<file path="config.mk">
export PLATFORM = sky130hd
export DESIGN_NAME = seq_control
export DESIGN_NICKNAME = d
export VERILOG_FILES = /design/src/tpu_cfg_pkg.sv /design/src/seq_control.sv
export SDC_FILE = /design/constraint.sdc
export NUM_CORES = 1
export LEC_CHECK = 0
export BUFFER_PORTS_ARGS = -buffer_cell sky130_fd_sc_hd__buf_2
export CAP_MARGIN = 20
export CELL_PAD_IN_SITES_DETAIL_PLACEMENT = 2
export CELL_PAD_IN_SITES_GLOBAL_PLACEMENT = 2
export CORE_MARGIN = 8
export CORE_UTILIZATION = 31
export DETAILED_ROUTE_END_ITERATION = 8
export PLACE_DENSITY = 0.75
export SETUP_SLACK_MARGIN = 0.1
export SYNTH_ARGS = -nofsm -noshare
export SYNTH_HDL_FRONTEND = slang
export SYNTH_SLANG_ARGS = --single-unit
</file>
<file path="constraint.sdc">
create_clock -name clk -period 2.7 [get_ports clk]
set_input_delay 0.27 -clock clk [delete_from_list [all_inputs] [get_ports clk]]
set_output_delay 0.27 -clock clk [all_outputs]
set_load 0.03 [all_outputs]
</file>
<file path="src/tpu_cfg_pkg.sv">
// array geometry, element widths and memory depth, read by scoped name from every RTL block
package tpu_cfg_pkg;

    // ====================
    // array geometry
    // ====================
    localparam int N = 4;                         // array width and height

    // ====================
    // word widths
    // ====================
    localparam int DATA_W = 8;                    // signed input and weight elements
    localparam int ACC_W  = 18;                   // signed partial sums and results

    // ====================
    // memories and counters
    // ====================
    localparam int MEM_DEPTH = 16;                // rows per memory
    localparam int ADDR_W    = $clog2(MEM_DEPTH); // row address
    localparam int CNT_W     = ADDR_W + 1;        // holds a full count of MEM_DEPTH
    localparam int ARRAY_LAT = 2 * N;             // row in to result write, in cycles

endpackage

</file>
<file path="src/seq_control.sv">
// run sequencer: weight read, weight shift, input streaming, then wait for the last write
`timescale 1ns/1ps

module seq_control (
    input  logic                            clk,
    input  logic                            arst_n,
    input  logic                            start,         // one-cycle run request
    input  logic [tpu_cfg_pkg::CNT_W-1:0]  num_rows,      // sampled with start
    input  logic                            wr_done,       // last result row written
    output logic                            busy,
    output logic                            done,
    output logic                            wmem_rd_en,
    output logic [tpu_cfg_pkg::ADDR_W-1:0] wmem_rd_addr,
    output logic                            fifo_push,
    output logic                            w_shift,
    output logic                            imem_rd_en,
    output logic [tpu_cfg_pkg::ADDR_W-1:0] imem_rd_addr,
    output logic                            arr_row_valid,
    output logic                            arr_row_last
);

    typedef enum logic [2:0] {
        PH_IDLE,
        PH_WREAD,                                 // N weight rows, descending address
        PH_WSHIFT,                                // N shifts into the array
        PH_STREAM,                                // one input row per cycle
        PH_WAIT                                   // rows still in the pipeline
    } phase_t;

    phase_t                           phase_q;
    logic [tpu_cfg_pkg::CNT_W-1:0]   cnt_q;       // row or shift count in the phase
    logic [tpu_cfg_pkg::CNT_W-1:0]   rows_q;      // rows in this run
    logic                             ph_end;     // final cycle of a counted phase

    // ====================
    // phase decode
    // ====================
    always_comb begin
        case (phase_q)
            PH_WREAD, PH_WSHIFT: ph_end = (cnt_q == tpu_cfg_pkg::N - 1);
            PH_STREAM:           ph_end = (cnt_q == rows_q - 1'b1);
            default:             ph_end = 1'b0;
        endcase
    end

    assign busy         = (phase_q != PH_IDLE);
    assign wmem_rd_en   = (phase_q == PH_WREAD);
    assign wmem_rd_addr = tpu_cfg_pkg::ADDR_W'(tpu_cfg_pkg::N - 1) - cnt_q[tpu_cfg_pkg::ADDR_W-1:0];
    assign imem_rd_en   = (phase_q == PH_STREAM);
    assign imem_rd_addr = cnt_q[tpu_cfg_pkg::ADDR_W-1:0];

    // ====================
    // sequencing
    // ====================
    always_ff @(posedge clk or negedge arst_n) begin
        if (!arst_n) begin
            phase_q       <= PH_IDLE;
            cnt_q         <= '0;
            rows_q        <= '0;
            done          <= 1'b0;
            fifo_push     <= 1'b0;
            w_shift       <= 1'b0;
            arr_row_valid <= 1'b0;
            arr_row_last  <= 1'b0;
        end else begin
            fifo_push     <= wmem_rd_en;              // read data lands a cycle later
            w_shift       <= (phase_q == PH_WSHIFT);  // starts after the last push
            arr_row_valid <= imem_rd_en;              // lines up with input mem data
            arr_row_last  <= imem_rd_en && ph_end;
            done          <= (phase_q == PH_WAIT) && wr_done;

            if (phase_q inside {PH_WREAD, PH_WSHIFT, PH_STREAM}) begin
                cnt_q <= ph_end ? '0 : cnt_q + 1'b1;
            end

            case (phase_q)
                PH_IDLE: begin
                    if (start && num_rows != '0) begin  // zero-row start dropped
                        rows_q  <= num_rows;
                        cnt_q   <= '0;
                        phase_q <= PH_WREAD;
                    end
                end
                PH_WREAD:  if (ph_end) phase_q <= PH_WSHIFT;
                PH_WSHIFT: if (ph_end) phase_q <= PH_STREAM;
                PH_STREAM: if (ph_end) phase_q <= PH_WAIT;
                PH_WAIT:   if (wr_done) phase_q <= PH_IDLE;  // busy drops with done
                default:   phase_q <= PH_IDLE;
            endcase
        end
    end

endmodule

</file>
==> impl_metrics.tcl, run 1 <==
set metrics [dict create \
    die_h_um 73.57 \
    placementRows 21 \
    grt_antenna_before_repair 0 \
    cts_setup_buffers 0 \
    rsz0062_at_grt "no" \
    clock_insertion_delay_worst_skew_ns 0.30 \
    total_number_of_vias 857 \
    post_synth.cell_area_avg_um2 9.973 \
    wirelength_um 2841 \
    synth_cells 103 \
    reg2reg_slack_ns 0.39 \
    grt_first_pass_wirelength_um 4878 \
    setup_viol 0 \
    synth.net_count 115 \
    hp-class "input pin to register" \
    max_cap_violations 0 \
    run_status "finished, final reports clean" \
    pin_count_of_the_biggest_net_entering_global_routing 19 \
    overflow 0 \
    drive_above_1_share_pct 29.92 \
    clock_transition_at_path_regs_ns 0.11 \
    post_drt_via_cell_ratio 4.954 \
    first_global_vias 986 \
    post-dp-hpwl_um 2203 \
    p_total_mw 1.713 \
    drt-pass1-iter-count 2 \
    synth_compound_area_share_pct 15.59 \
    timing_max_transition_violations_final 0 \
    number_of_buffers_added_by_the_clock_tree_synthesis_step 3 \
    core_um2 3258 \
    clkSinkCount 18 \
    syn-cell-area_um2 1027 \
    routedWlPerCell_um 16.42 \
    effective_utilization_at_floorplan_pct 31.53 \
    place_congestion 0.7730 \
    netlist_top_cells_area "sky130_fd_sc_hd__dfrtp_1 44%, sky130_fd_sc_hd__o21ai_0 3.9%, sky130_fd_sc_hd__buf_4 3.7%" \
    port_buffers 24 \
    numPlacedInstances 168 \
    synth_top_family_by_area "simple AND/OR/NAND/NOR gates" \
    min_from "wr_done" \
    post_synthesis_share_of_cell_area_spent_on_xor_and_xnor_gates_pct 7.308 \
    cts_max_level 1 \
    fillCellCount 397 \
    synthesis.yosys.warnings 0 \
    vdd.ir_drop.worst_mv 0.4133 \
    hold_slack_ns 0.1508 \
    rr_startpoint "rows_q[0]" \
    drcViolationCount 0 \
    ctsLongestPathBuffers 2 \
    timing.critical_path.from_type "register" \
    final_core_utilization_pct 37.52 \
    synthAdderAreaFrac_pct 3.654 \
    die_w_um 73.57 \
    cellLeakagePower_nw 0.5824 \
    highest_fanout_seen_on_the_critical_path 6 \
    drtIter0Drc 11 \
    crit_arrival_ns 2.51 \
    cp-end-kind "register" \
    yosysSeqAreaShare_pct 43.85 \
    track_usage_pct 11.64 \
    finalWorstPathRequiredPeriod_ns 2.312 \
    route.antenna.remaining_nets 0 \
    relative_slew_slack_pct 57.11 \
    max_slew.worst_pin.slew_ns 0.6410 \
    synth-simple-area-share_pct 18.03 \
    num-nets-final 140 \
    yosys.area.top_type "sky130_fd_sc_hd__dfrtp_1" \
    top_level_ports 25 \
    synth.ff_latch_count 18 \
    power.density_cell_area_nw_per_um2 1402 \
    final_cell_count_no_fill 173 \
    timing_worst_setup_path_type "register to register" \
    area_growth_syn_to_layout_pct 19.00 \
    cts_tree "built" \
    antenna-diode-count 0 \
    synth.mux.area_fraction_pct 4.629 \
    die_area_um2 5412 \
    synth_top_area_share_pct 43.85 \
    timing.setup.tns_ns 0 \
    post_synth_num_cell_types 40 \
    timing_hold_violations_final 0 \
    maximum_clock_frequency_mhz 432.4 \
    worst_ep_required_time_ns 2.90 \
    fin_skew_ns 0.002787 \
    post-route-period-util_pct 85.65 \
    cts_root_buffer "sky130_fd_sc_hd__clkbuf_4" \
    worst_setup_path_startpoint "rows_q[0]" \
]
## path summary, 6_finish.rpt
kind,to,depth (start not counted)
setup / recovery,phase_q[0],8
max in group asynchronous,fifo_push,2
hold / removal,phase_q[2],2
hold reg to reg,fifo_push,1
setup reg to reg,phase_q[0],8
min in group asynchronous,cnt_q[4],2
## sequential cells by signal, summed over array words and instances (netlist names)
register and cells:
cnt_q 5, rows_q 5, phase_q 3, arr_row_last 1
arr_row_valid 1, done 1, fifo_push 1, w_shift 1
## metal layers
metal	wire length (µm)	share of wire, %	global-route usage (%)	vias up
met3	92	3.2	2.865	2
li1	-	-	-	406
met4	14	0.49	2.661	0
met1	1251	44	13.30	435
met2	1482	52	20.96	14
met5	0	0	0	-
## final cells by class
| class | instances | area [µm²] | share of cell area [%] |
|---|---|---|---|
| sequential | 18 | 450.4 | 36.85 |
| clock buffer | 4 | 36.28 | 2.968 |
| timing repair buffer | 26 | 137.6 | 11.26 |
| multi-input combinational | 71 | 510.5 | 41.76 |
| tap | 46 | 57.56 | 4.708 |
| inverter | 8 | 30.03 | 2.457 |
## synthesized netlist by cell type
library cell	number
sky130_fd_sc_hd__mux2_2	2
sky130_fd_sc_hd__or4_1	1
sky130_fd_sc_hd__a211oi_1	3
sky130_fd_sc_hd__dfrtp_1	18
sky130_fd_sc_hd__or4_4	1
sky130_fd_sc_hd__o21bai_1	1
sky130_fd_sc_hd__clkbuf_1	1
sky130_fd_sc_hd__clkinv_1	1
sky130_fd_sc_hd__nand2_1	10
sky130_fd_sc_hd__nand3_1	2
sky130_fd_sc_hd__and3_1	1
sky130_fd_sc_hd__nor3b_1	1
sky130_fd_sc_hd__or2_2	1
sky130_fd_sc_hd__o31ai_1	1
sky130_fd_sc_hd__nor2_1	7
sky130_fd_sc_hd__and4bb_2	1
sky130_fd_sc_hd__a32o_1	1
sky130_fd_sc_hd__xnor2_1	2
sky130_fd_sc_hd__o21ai_0	8
sky130_fd_sc_hd__and2_1	1
sky130_fd_sc_hd__a22oi_4	1
sky130_fd_sc_hd__nand3b_1	1
sky130_fd_sc_hd__a31oi_1	1
sky130_fd_sc_hd__ha_1	3
sky130_fd_sc_hd__buf_4	5
sky130_fd_sc_hd__nor3_1	3
sky130_fd_sc_hd__mux2_4	1
sky130_fd_sc_hd__nand4_1	1
sky130_fd_sc_hd__inv_1	7
sky130_fd_sc_hd__a21boi_0	1
sky130_fd_sc_hd__nor2_2	1
sky130_fd_sc_hd__o22ai_1	1
sky130_fd_sc_hd__nor2b_1	1
sky130_fd_sc_hd__xnor3_1	1
sky130_fd_sc_hd__mux2i_1	1
sky130_fd_sc_hd__o211ai_1	2
sky130_fd_sc_hd__xor2_1	4
sky130_fd_sc_hd__o32ai_1	1
sky130_fd_sc_hd__o21a_1	1
sky130_fd_sc_hd__nand2b_1	2
## cells by family (layout without fill, tap and decap cells)
kind of cell | count (synthesis) | count (layout)
flip-flops | 18 | 18
AO/OA/AOI/OAI | 22 | 22
XOR/XNOR | 7 | 7
multiplexers | 4 | 4
AND/OR/NAND/NOR | 35 | 35
buffers and inverters | 14 | 38
adder cells (fa/ha/maj) | 3 | 3
## critical path, stage by stage, from the launching register on
cell	delay (ns)
sky130_fd_sc_hd__dfrtp_1	0.46
sky130_fd_sc_hd__inv_1	0.10
sky130_fd_sc_hd__ha_1	0.18
sky130_fd_sc_hd__nor3b_2	0.28
sky130_fd_sc_hd__xnor3_1	0.26
sky130_fd_sc_hd__a32o_1	0.26
sky130_fd_sc_hd__a22oi_4	0.26
sky130_fd_sc_hd__nor2_2	0.12
sky130_fd_sc_hd__mux2_4	0.30
## metrics by stage
step	setup WS, ns	cell area [µm²]
after detailed placement	0.2382	1171
after global placement	0.4514	1171
final	0.3875	1222
after floorplan	0.5563	1027
after CTS	0.1915	1217
after global routing	0.2406	1222
## cell usage in the layout, fill, tap and decap left out, types with 2 or more instances in the layout
master | netlist | routed
sky130_fd_sc_hd__nand2_1 | 10 | 10
sky130_fd_sc_hd__buf_2 | 0 | 24
sky130_fd_sc_hd__mux2_2 | 2 | 2
sky130_fd_sc_hd__o21ai_0 | 8 | 8
sky130_fd_sc_hd__clkbuf_4 | 0 | 3
sky130_fd_sc_hd__inv_1 | 7 | 7
sky130_fd_sc_hd__dfrtp_1 | 18 | 18
sky130_fd_sc_hd__xnor2_1 | 2 | 2
sky130_fd_sc_hd__ha_1 | 3 | 3
sky130_fd_sc_hd__xor2_1 | 4 | 4
sky130_fd_sc_hd__nand3_1 | 2 | 2
sky130_fd_sc_hd__a211oi_1 | 3 | 3
sky130_fd_sc_hd__nor3_1 | 3 | 3
sky130_fd_sc_hd__o211ai_1 | 2 | 2
sky130_fd_sc_hd__nand2b_1 | 2 | 2
sky130_fd_sc_hd__nor2_1 | 7 | 7
## repair_timing
item / 4_1_cts / 5_1_grt
hold buffers: 1 / 0
resized for setup: 0 / 1
hold endpoints to repair: 18 / 0
setup endpoints to repair: 0 / 2
## report_power, final
| part | total [mW] | internal [mW] | switching (mW) | leakage (nW) |
|---|---|---|---|---|
| Sequential | 0.529 | 0.378 | 0.151 | 0.229 |
| Clock | 0.173 | 0.0822 | 0.0910 | 0.0210 |
| Combinational | 1.01 | 0.377 | 0.634 | 0.332 |
| Total | 1.71 | 0.837 | 0.876 | 0.582 |
Power figures use the tool's default switching activity.
==> run 2, diff against run 1 <==
Settings changed: BUFFER_PORTS_ARGS -buffer_cell sky130_fd_sc_hd__buf_2 to unset, CORE_UTILIZATION 31 to 35, DONT_BUFFER_PORTS set to 1, PLACE_DENSITY 0.75 to 0.71, SLEW_MARGIN set to 5.
==> run 2 against run 1 <==
  * Combinational power fell by 11%
  * Clock-buffer cell count shrank 1
  * Critical path depth unchanged
  * Register-to-register slack got worse by 0.02 ns
  * Final cell count is 21% lower
  * Fmax down 1.0%
  * Design area is 11% lower
  * Wire length is 7.8% lower
  * Sequential share of layout area rose by 4.6 points
  * Critical endpoint unchanged
  * Largest cell class unchanged
  * Largest power group unchanged
  * Highest routed layer unchanged
==> impl_metrics.tcl, run 2 (same netlist as run 1, synthesis figures left out) <==
set metrics [dict create \
    run_status "finished, final reports clean" \
    crit_arrival_ns 2.53 \
    area_growth_syn_to_layout_pct 5.846 \
    ctsLongestPathBuffers 2 \
    timing_max_transition_violations_final 0 \
    maximum_clock_frequency_mhz 428.0 \
    timing_hold_violations_final 0 \
    total_number_of_vias 764 \
    clock_insertion_delay_worst_skew_ns 0.30 \
    p_total_mw 1.593 \
    timing_worst_setup_path_type "register to register" \
    grt_first_pass_wirelength_um 4526 \
    final_core_utilization_pct 39.09 \
    max_slew.worst_pin.slew_ns 0.8282 \
    rsz0062_at_grt "no" \
    worst_ep_required_time_ns 2.89 \
    routedWlPerCell_um 19.25 \
    hp-class "input pin to register" \
    effective_utilization_at_floorplan_pct 36.93 \
    drt-pass1-iter-count 3 \
    setup_viol 0 \
    layout.cells.most_common_list "18 x sky130_fd_sc_hd__dfrtp_1, 10 x sky130_fd_sc_hd__nand2_1, 8 x sky130_fd_sc_hd__o21ai_0, 7 x sky130_fd_sc_hd__inv_1, 7 x sky130_fd_sc_hd__nor2_1" \
    highest_fanout_seen_on_the_critical_path 6 \
    dp_slack_ns 0.3515 \
    finalWorstPathRequiredPeriod_ns 2.336 \
    top_level_ports 25 \
    die_w_um 70.18 \
    wirelength_um 2618 \
    num-nets-final 119 \
    cellLeakagePower_nw 0.4835 \
    die_area_um2 4925 \
    first_global_vias 864 \
    holdBufCountCts 1 \
    track_usage_pct 11.55 \
    clkSinkCount 18 \
    fin_skew_ns 0.001643 \
    port_buffers 0 \
    place_congestion 0.7563 \
    route.antenna.remaining_nets 0 \
    layout_top_registers "cnt_q (5), rows_q (5), phase_q (3)" \
    timing.critical_path.from_type "register" \
    post-dp-hpwl_um 2063 \
    placementRows 19 \
    cts.repair.resized 0 \
    postLayoutSetupSlackWorst_ns 0.3638 \
    antenna-diode-count 0 \
    vdd.ir_drop.worst_mv 0.6412 \
    cts_setup_buffers 0 \
    relative_slew_slack_pct 44.60 \
    post_drt_via_cell_ratio 5.618 \
    layout_commonest_cell "sky130_fd_sc_hd__dfrtp_1" \
    max_cap_violations 0 \
    drcViolationCount 0 \
    power.density_cell_area_nw_per_um2 1465 \
    overflow 0 \
    drtIter0Drc 24 \
    die_h_um 70.18 \
    cts_max_level 1 \
    grt_antenna_before_repair 0 \
    clock_transition_at_path_regs_ns 0.10 \
    postLayoutCellArea_um2 1087 \
    reg2reg_slack_ns 0.36 \
    place_area_um2 1055 \
    drive_above_1_share_pct 14.29 \
    number_of_buffers_added_by_the_clock_tree_synthesis_step 3 \
    cp-end-kind "register" \
    timing.setup.tns_ns 0 \
    cts_tree "built" \
    cts_root_buffer "sky130_fd_sc_hd__clkbuf_4" \
    post-route-period-util_pct 86.53 \
    pin_count_of_the_biggest_net_entering_global_routing 19 \
    core_um2 2781 \
]
-- run 2: changes by cell type in the layout (fill, tap and decap cells not counted) --
cell and delta:
sky130_fd_sc_hd__buf_2 -24, sky130_fd_sc_hd__buf_4 +3, sky130_fd_sc_hd__clkbuf_8 -1, sky130_fd_sc_hd__nor3b_1 +1
sky130_fd_sc_hd__nor3b_2 -1
-- run 2: worst paths after layout --
check	start	endpoint	cells past startpoint
min in group asynchronous	arst_n	fifo_push	1
worst min-delay path	wr_done	phase_q[2]	1
worst min register to register	rows_q[3]	rows_q[3]	2
worst max-delay path	rows_q[0]	phase_q[0]	8
worst max register to register	rows_q[0]	phase_q[0]	8
max in group asynchronous	arst_n	cnt_q[4]	1
-- run 2: cell type report --
class                           count  area, µm²
Inverter                            8      30.03
Clock buffer                        3      22.52
Sequential cell                    18      450.4
Tap cell                           31      38.79
Fill cell                         310       1694
Timing Repair Buffer                5      40.04
Multi-Input combinational cell     71      505.5
-- run 2: worst max-delay path: stages (launching register included) --
cell                      delay (ns)
sky130_fd_sc_hd__dfrtp_1        0.45
sky130_fd_sc_hd__inv_1          0.11
sky130_fd_sc_hd__ha_1           0.18
sky130_fd_sc_hd__nor3b_1        0.32
sky130_fd_sc_hd__xnor3_1        0.28
sky130_fd_sc_hd__a32o_1         0.25
sky130_fd_sc_hd__a22oi_4        0.24
sky130_fd_sc_hd__nor2_2         0.10
sky130_fd_sc_hd__mux2_4         0.30
-- run 2: metrics by stage --
stage	hold WS, ns	instances
after global routing	0.03703	136
after global placement	-0.02512	132
after CTS	0.03716	136
after detailed placement	-0.02520	132
after floorplan	-0.02559	103
final	0.05201	136
-- run 2: power breakdown --
part	total, mW	switching [mW]	leakage, nW	internal, mW
Sequential	0.557	0.178	0.229	0.379
Clock	0.135	0.0830	0.0138	0.0520
Combinational	0.901	0.569	0.240	0.332
-- run 2: metal layers --
metal / GRT usage [%] / vias to the layer above / part of all wire (%)
met1: 14.43 / 379 / 46
met4: 5.357 / 0 / 2.1
met5: 0 / - / 0
li1: - / 361 / -
met2: 17.77 / 19 / 45
met3: 3.390 / 5 / 6.5
==> run 3, diff against run 2 <==
Settings changed: CELL_PAD_IN_SITES_DETAIL_PLACEMENT 2 to unset, CELL_PAD_IN_SITES_GLOBAL_PLACEMENT 2 to unset, PLACE_DENSITY 0.71 to 0.48.
Clock period 2.7 ns to 2.65 ns, I/O delays scaled along.
==> run 3 against run 2 <==
  * Wire length decreased by 14%
  * Clock skew hardly changed
  * Largest cell class unchanged
  * Highest routed layer unchanged
  * First-iteration DRC count rose by 110%
  * Sequential share of layout area down 0.79 points
  * Global-route usage shrank 1.9 points
  * Design area grew 2.0%
  * Non-clock buffer count up 1
  * Core utilization rose by 0.76 points
  * Power rose by 3.1%
  * Flip-flop and latch count stayed put
  * Combinational power is essentially flat
  * Final cell count up 1.5%
==> impl_metrics.tcl, run 3 (same netlist as run 1, synthesis figures left out) <==
set metrics [dict create \
    run_status "finished, final reports clean" \
    grt_antenna_before_repair 0 \
    drcViolationCount 0 \
    effective_utilization_at_floorplan_pct 36.93 \
    overflow 0 \
    drtIter0Drc 51 \
    wirelength_um 2239 \
    timing_hold_violations_final 0 \
    layout.cells.most_common_list "18 x sky130_fd_sc_hd__dfrtp_1, 10 x sky130_fd_sc_hd__nand2_1, 8 x sky130_fd_sc_hd__o21ai_0, 7 x sky130_fd_sc_hd__inv_1, 7 x sky130_fd_sc_hd__nor2_1" \
    antenna-diode-count 0 \
    die_w_um 70.18 \
    relative_slew_slack_pct 44.76 \
    post-dp-hpwl_um 1715 \
    switching_power_uw 825.4 \
    grt_first_pass_wirelength_um 3926 \
    maximum_clock_frequency_mhz 428.9 \
    total_number_of_vias 742 \
    comb_power_share_pct 54.7 \
    post-route-period-util_pct 87.99 \
    max_cap_violations 0 \
    top_level_ports 25 \
    internal-power_uw 816.7 \
    track_usage_pct 9.647 \
    drt-pass1-iter-count 3 \
    timing.setup.tns_ns 0 \
    layout_top_registers "cnt_q (5), rows_q (5), phase_q (3)" \
    cts_max_level 1 \
    area_growth_syn_to_layout_pct 7.917 \
    number_of_buffers_added_by_the_clock_tree_synthesis_step 3 \
    p_total_mw 1.642 \
    post_drt_via_cell_ratio 5.377 \
    core_um2 2781 \
    timing_max_transition_violations_final 0 \
    cts.repair.resized 0 \
    timing_worst_setup_path_type "register to register" \
    finalWorstPathRequiredPeriod_ns 2.332 \
    hp-class "input pin to register" \
    clock_insertion_delay_worst_skew_ns 0.29 \
    drive_above_1_share_pct 15.89 \
    fin_skew_ns 0.001925 \
    worst_path_largest_cell_delay_ns 0.45 \
    setup_viol 0 \
    power.density_cell_area_nw_per_um2 1481 \
    timing.critical_path.from_type "register" \
    holdBufCountCts 1 \
    port_buffers 0 \
    rsz0062_at_grt "no" \
    vdd.ir_drop.worst_mv 0.7117 \
    share_seq_of_total_power_pct 34.8 \
    die_h_um 70.18 \
    crit_arrival_ns 2.52 \
    route.antenna.remaining_nets 0 \
    ordered_cell_list_for_the_critical_path "inv_1 -> ha_1 -> nor3b_1 -> xnor3_1 -> a32o_1 -> a22oi_4 -> nor2_2 -> mux2_4" \
    fillCellCount 268 \
    first_global_vias 764 \
    highest_fanout_seen_on_the_critical_path 6 \
    pin_count_of_the_biggest_net_entering_global_routing 19 \
    ctsLongestPathBuffers 2 \
    cts_tree "built" \
    cp-end-kind "register" \
    routedWlPerCell_um 16.22 \
    sw_frac_of_total_pct 50.27 \
    die_area_um2 4925 \
    hold_slack_ns 0.04733 \
    layout_commonest_cell "sky130_fd_sc_hd__dfrtp_1" \
    placementRows 19 \
    cell_with_the_largest_stage_delay_on_the_worst_path "sky130_fd_sc_hd__dfrtp_1" \
    worst_ep_required_time_ns 2.84 \
    clock_transition_at_path_regs_ns 0.11 \
    clock_network_power_share_pct 10.5 \
    max_slew.worst_pin.slew_ns 0.8259 \
    cts_root_buffer "sky130_fd_sc_hd__clkbuf_4" \
    cellLeakagePower_nw 0.4959 \
    cts_setup_buffers 0 \
    clkSinkCount 18 \
    place_congestion 0.7931 \
    num-nets-final 120 \
]
run 3: cell types whose count changed in the layout (fill, tap and decap cells not counted), sizes merged:
cell / delta
buf: +1
clkbuf: +1
run 3: area by class of cell:
| cell class | instances | area (µm²) | area share, % |
|---|---|---|---|
| Clock buffer | 4 | 36.28 | 3.273 |
| Timing Repair Buffer | 6 | 47.55 | 4.289 |
| Multi-Input combinational cell | 71 | 505.5 | 45.60 |
| Tap cell | 31 | 38.79 | 3.499 |
| Sequential cell | 18 | 450.4 | 40.63 |
| Inverter | 8 | 30.03 | 2.709 |
run 3: power groups by stage:
stage	sequential, mW	combinational, mW	clock, mW
floorplan	0.537	0.781	0
global placement	0.576	0.891	0
detailed placement	0.577	0.901	0
CTS	0.571	0.911	0.181
global route	0.592	1.01	0.192
finish	0.572	0.898	0.173
run 3: path summary, 6_finish.rpt:
kind,startpoint,end,slack [ns],depth (start not counted)
worst min register to register,rows_q[3],rows_q[3],0.54,2
worst min-delay path,wr_done,phase_q[2],0.05,1
min in group asynchronous,arst_n,fifo_push,0.50,1
max in group asynchronous,arst_n,arr_row_valid,1.64,1
worst max register to register,rows_q[0],phase_q[0],0.32,8
worst max-delay path,rows_q[0],phase_q[0],0.32,8
run 3: critical path, delay by kind of cell (launching register included):
kind	cells	cell delay, ns
simple gates	2	0.45
buf+inv	1	0.10
xor+xnor	1	0.28
mux	1	0.30
fa+ha+maj	1	0.18
flops	1	0.45
compound gates	2	0.48
run 3: routing by layer:
metal	track usage, %	up-vias	wire length, µm
li1	-	367	-
met1	13.42	352	1077
met2	12.59	19	951
met3	3.531	4	175
met4	4.688	0	34
met5	0	-	0
run 3: stage by stage:
stage	setup slack, ns	util, %	std cells	area (µm²)
2_1_floorplan	0.5063	-	103	1027
3_3_place_gp	0.3919	38.19	133	1062
3_5_place_dp	0.3377	38.19	133	1062
4_1_cts	0.3158	39.86	138	1109
5_1_grt	0.1634	39.86	138	1109
6_report	0.3183	39.86	138	1109
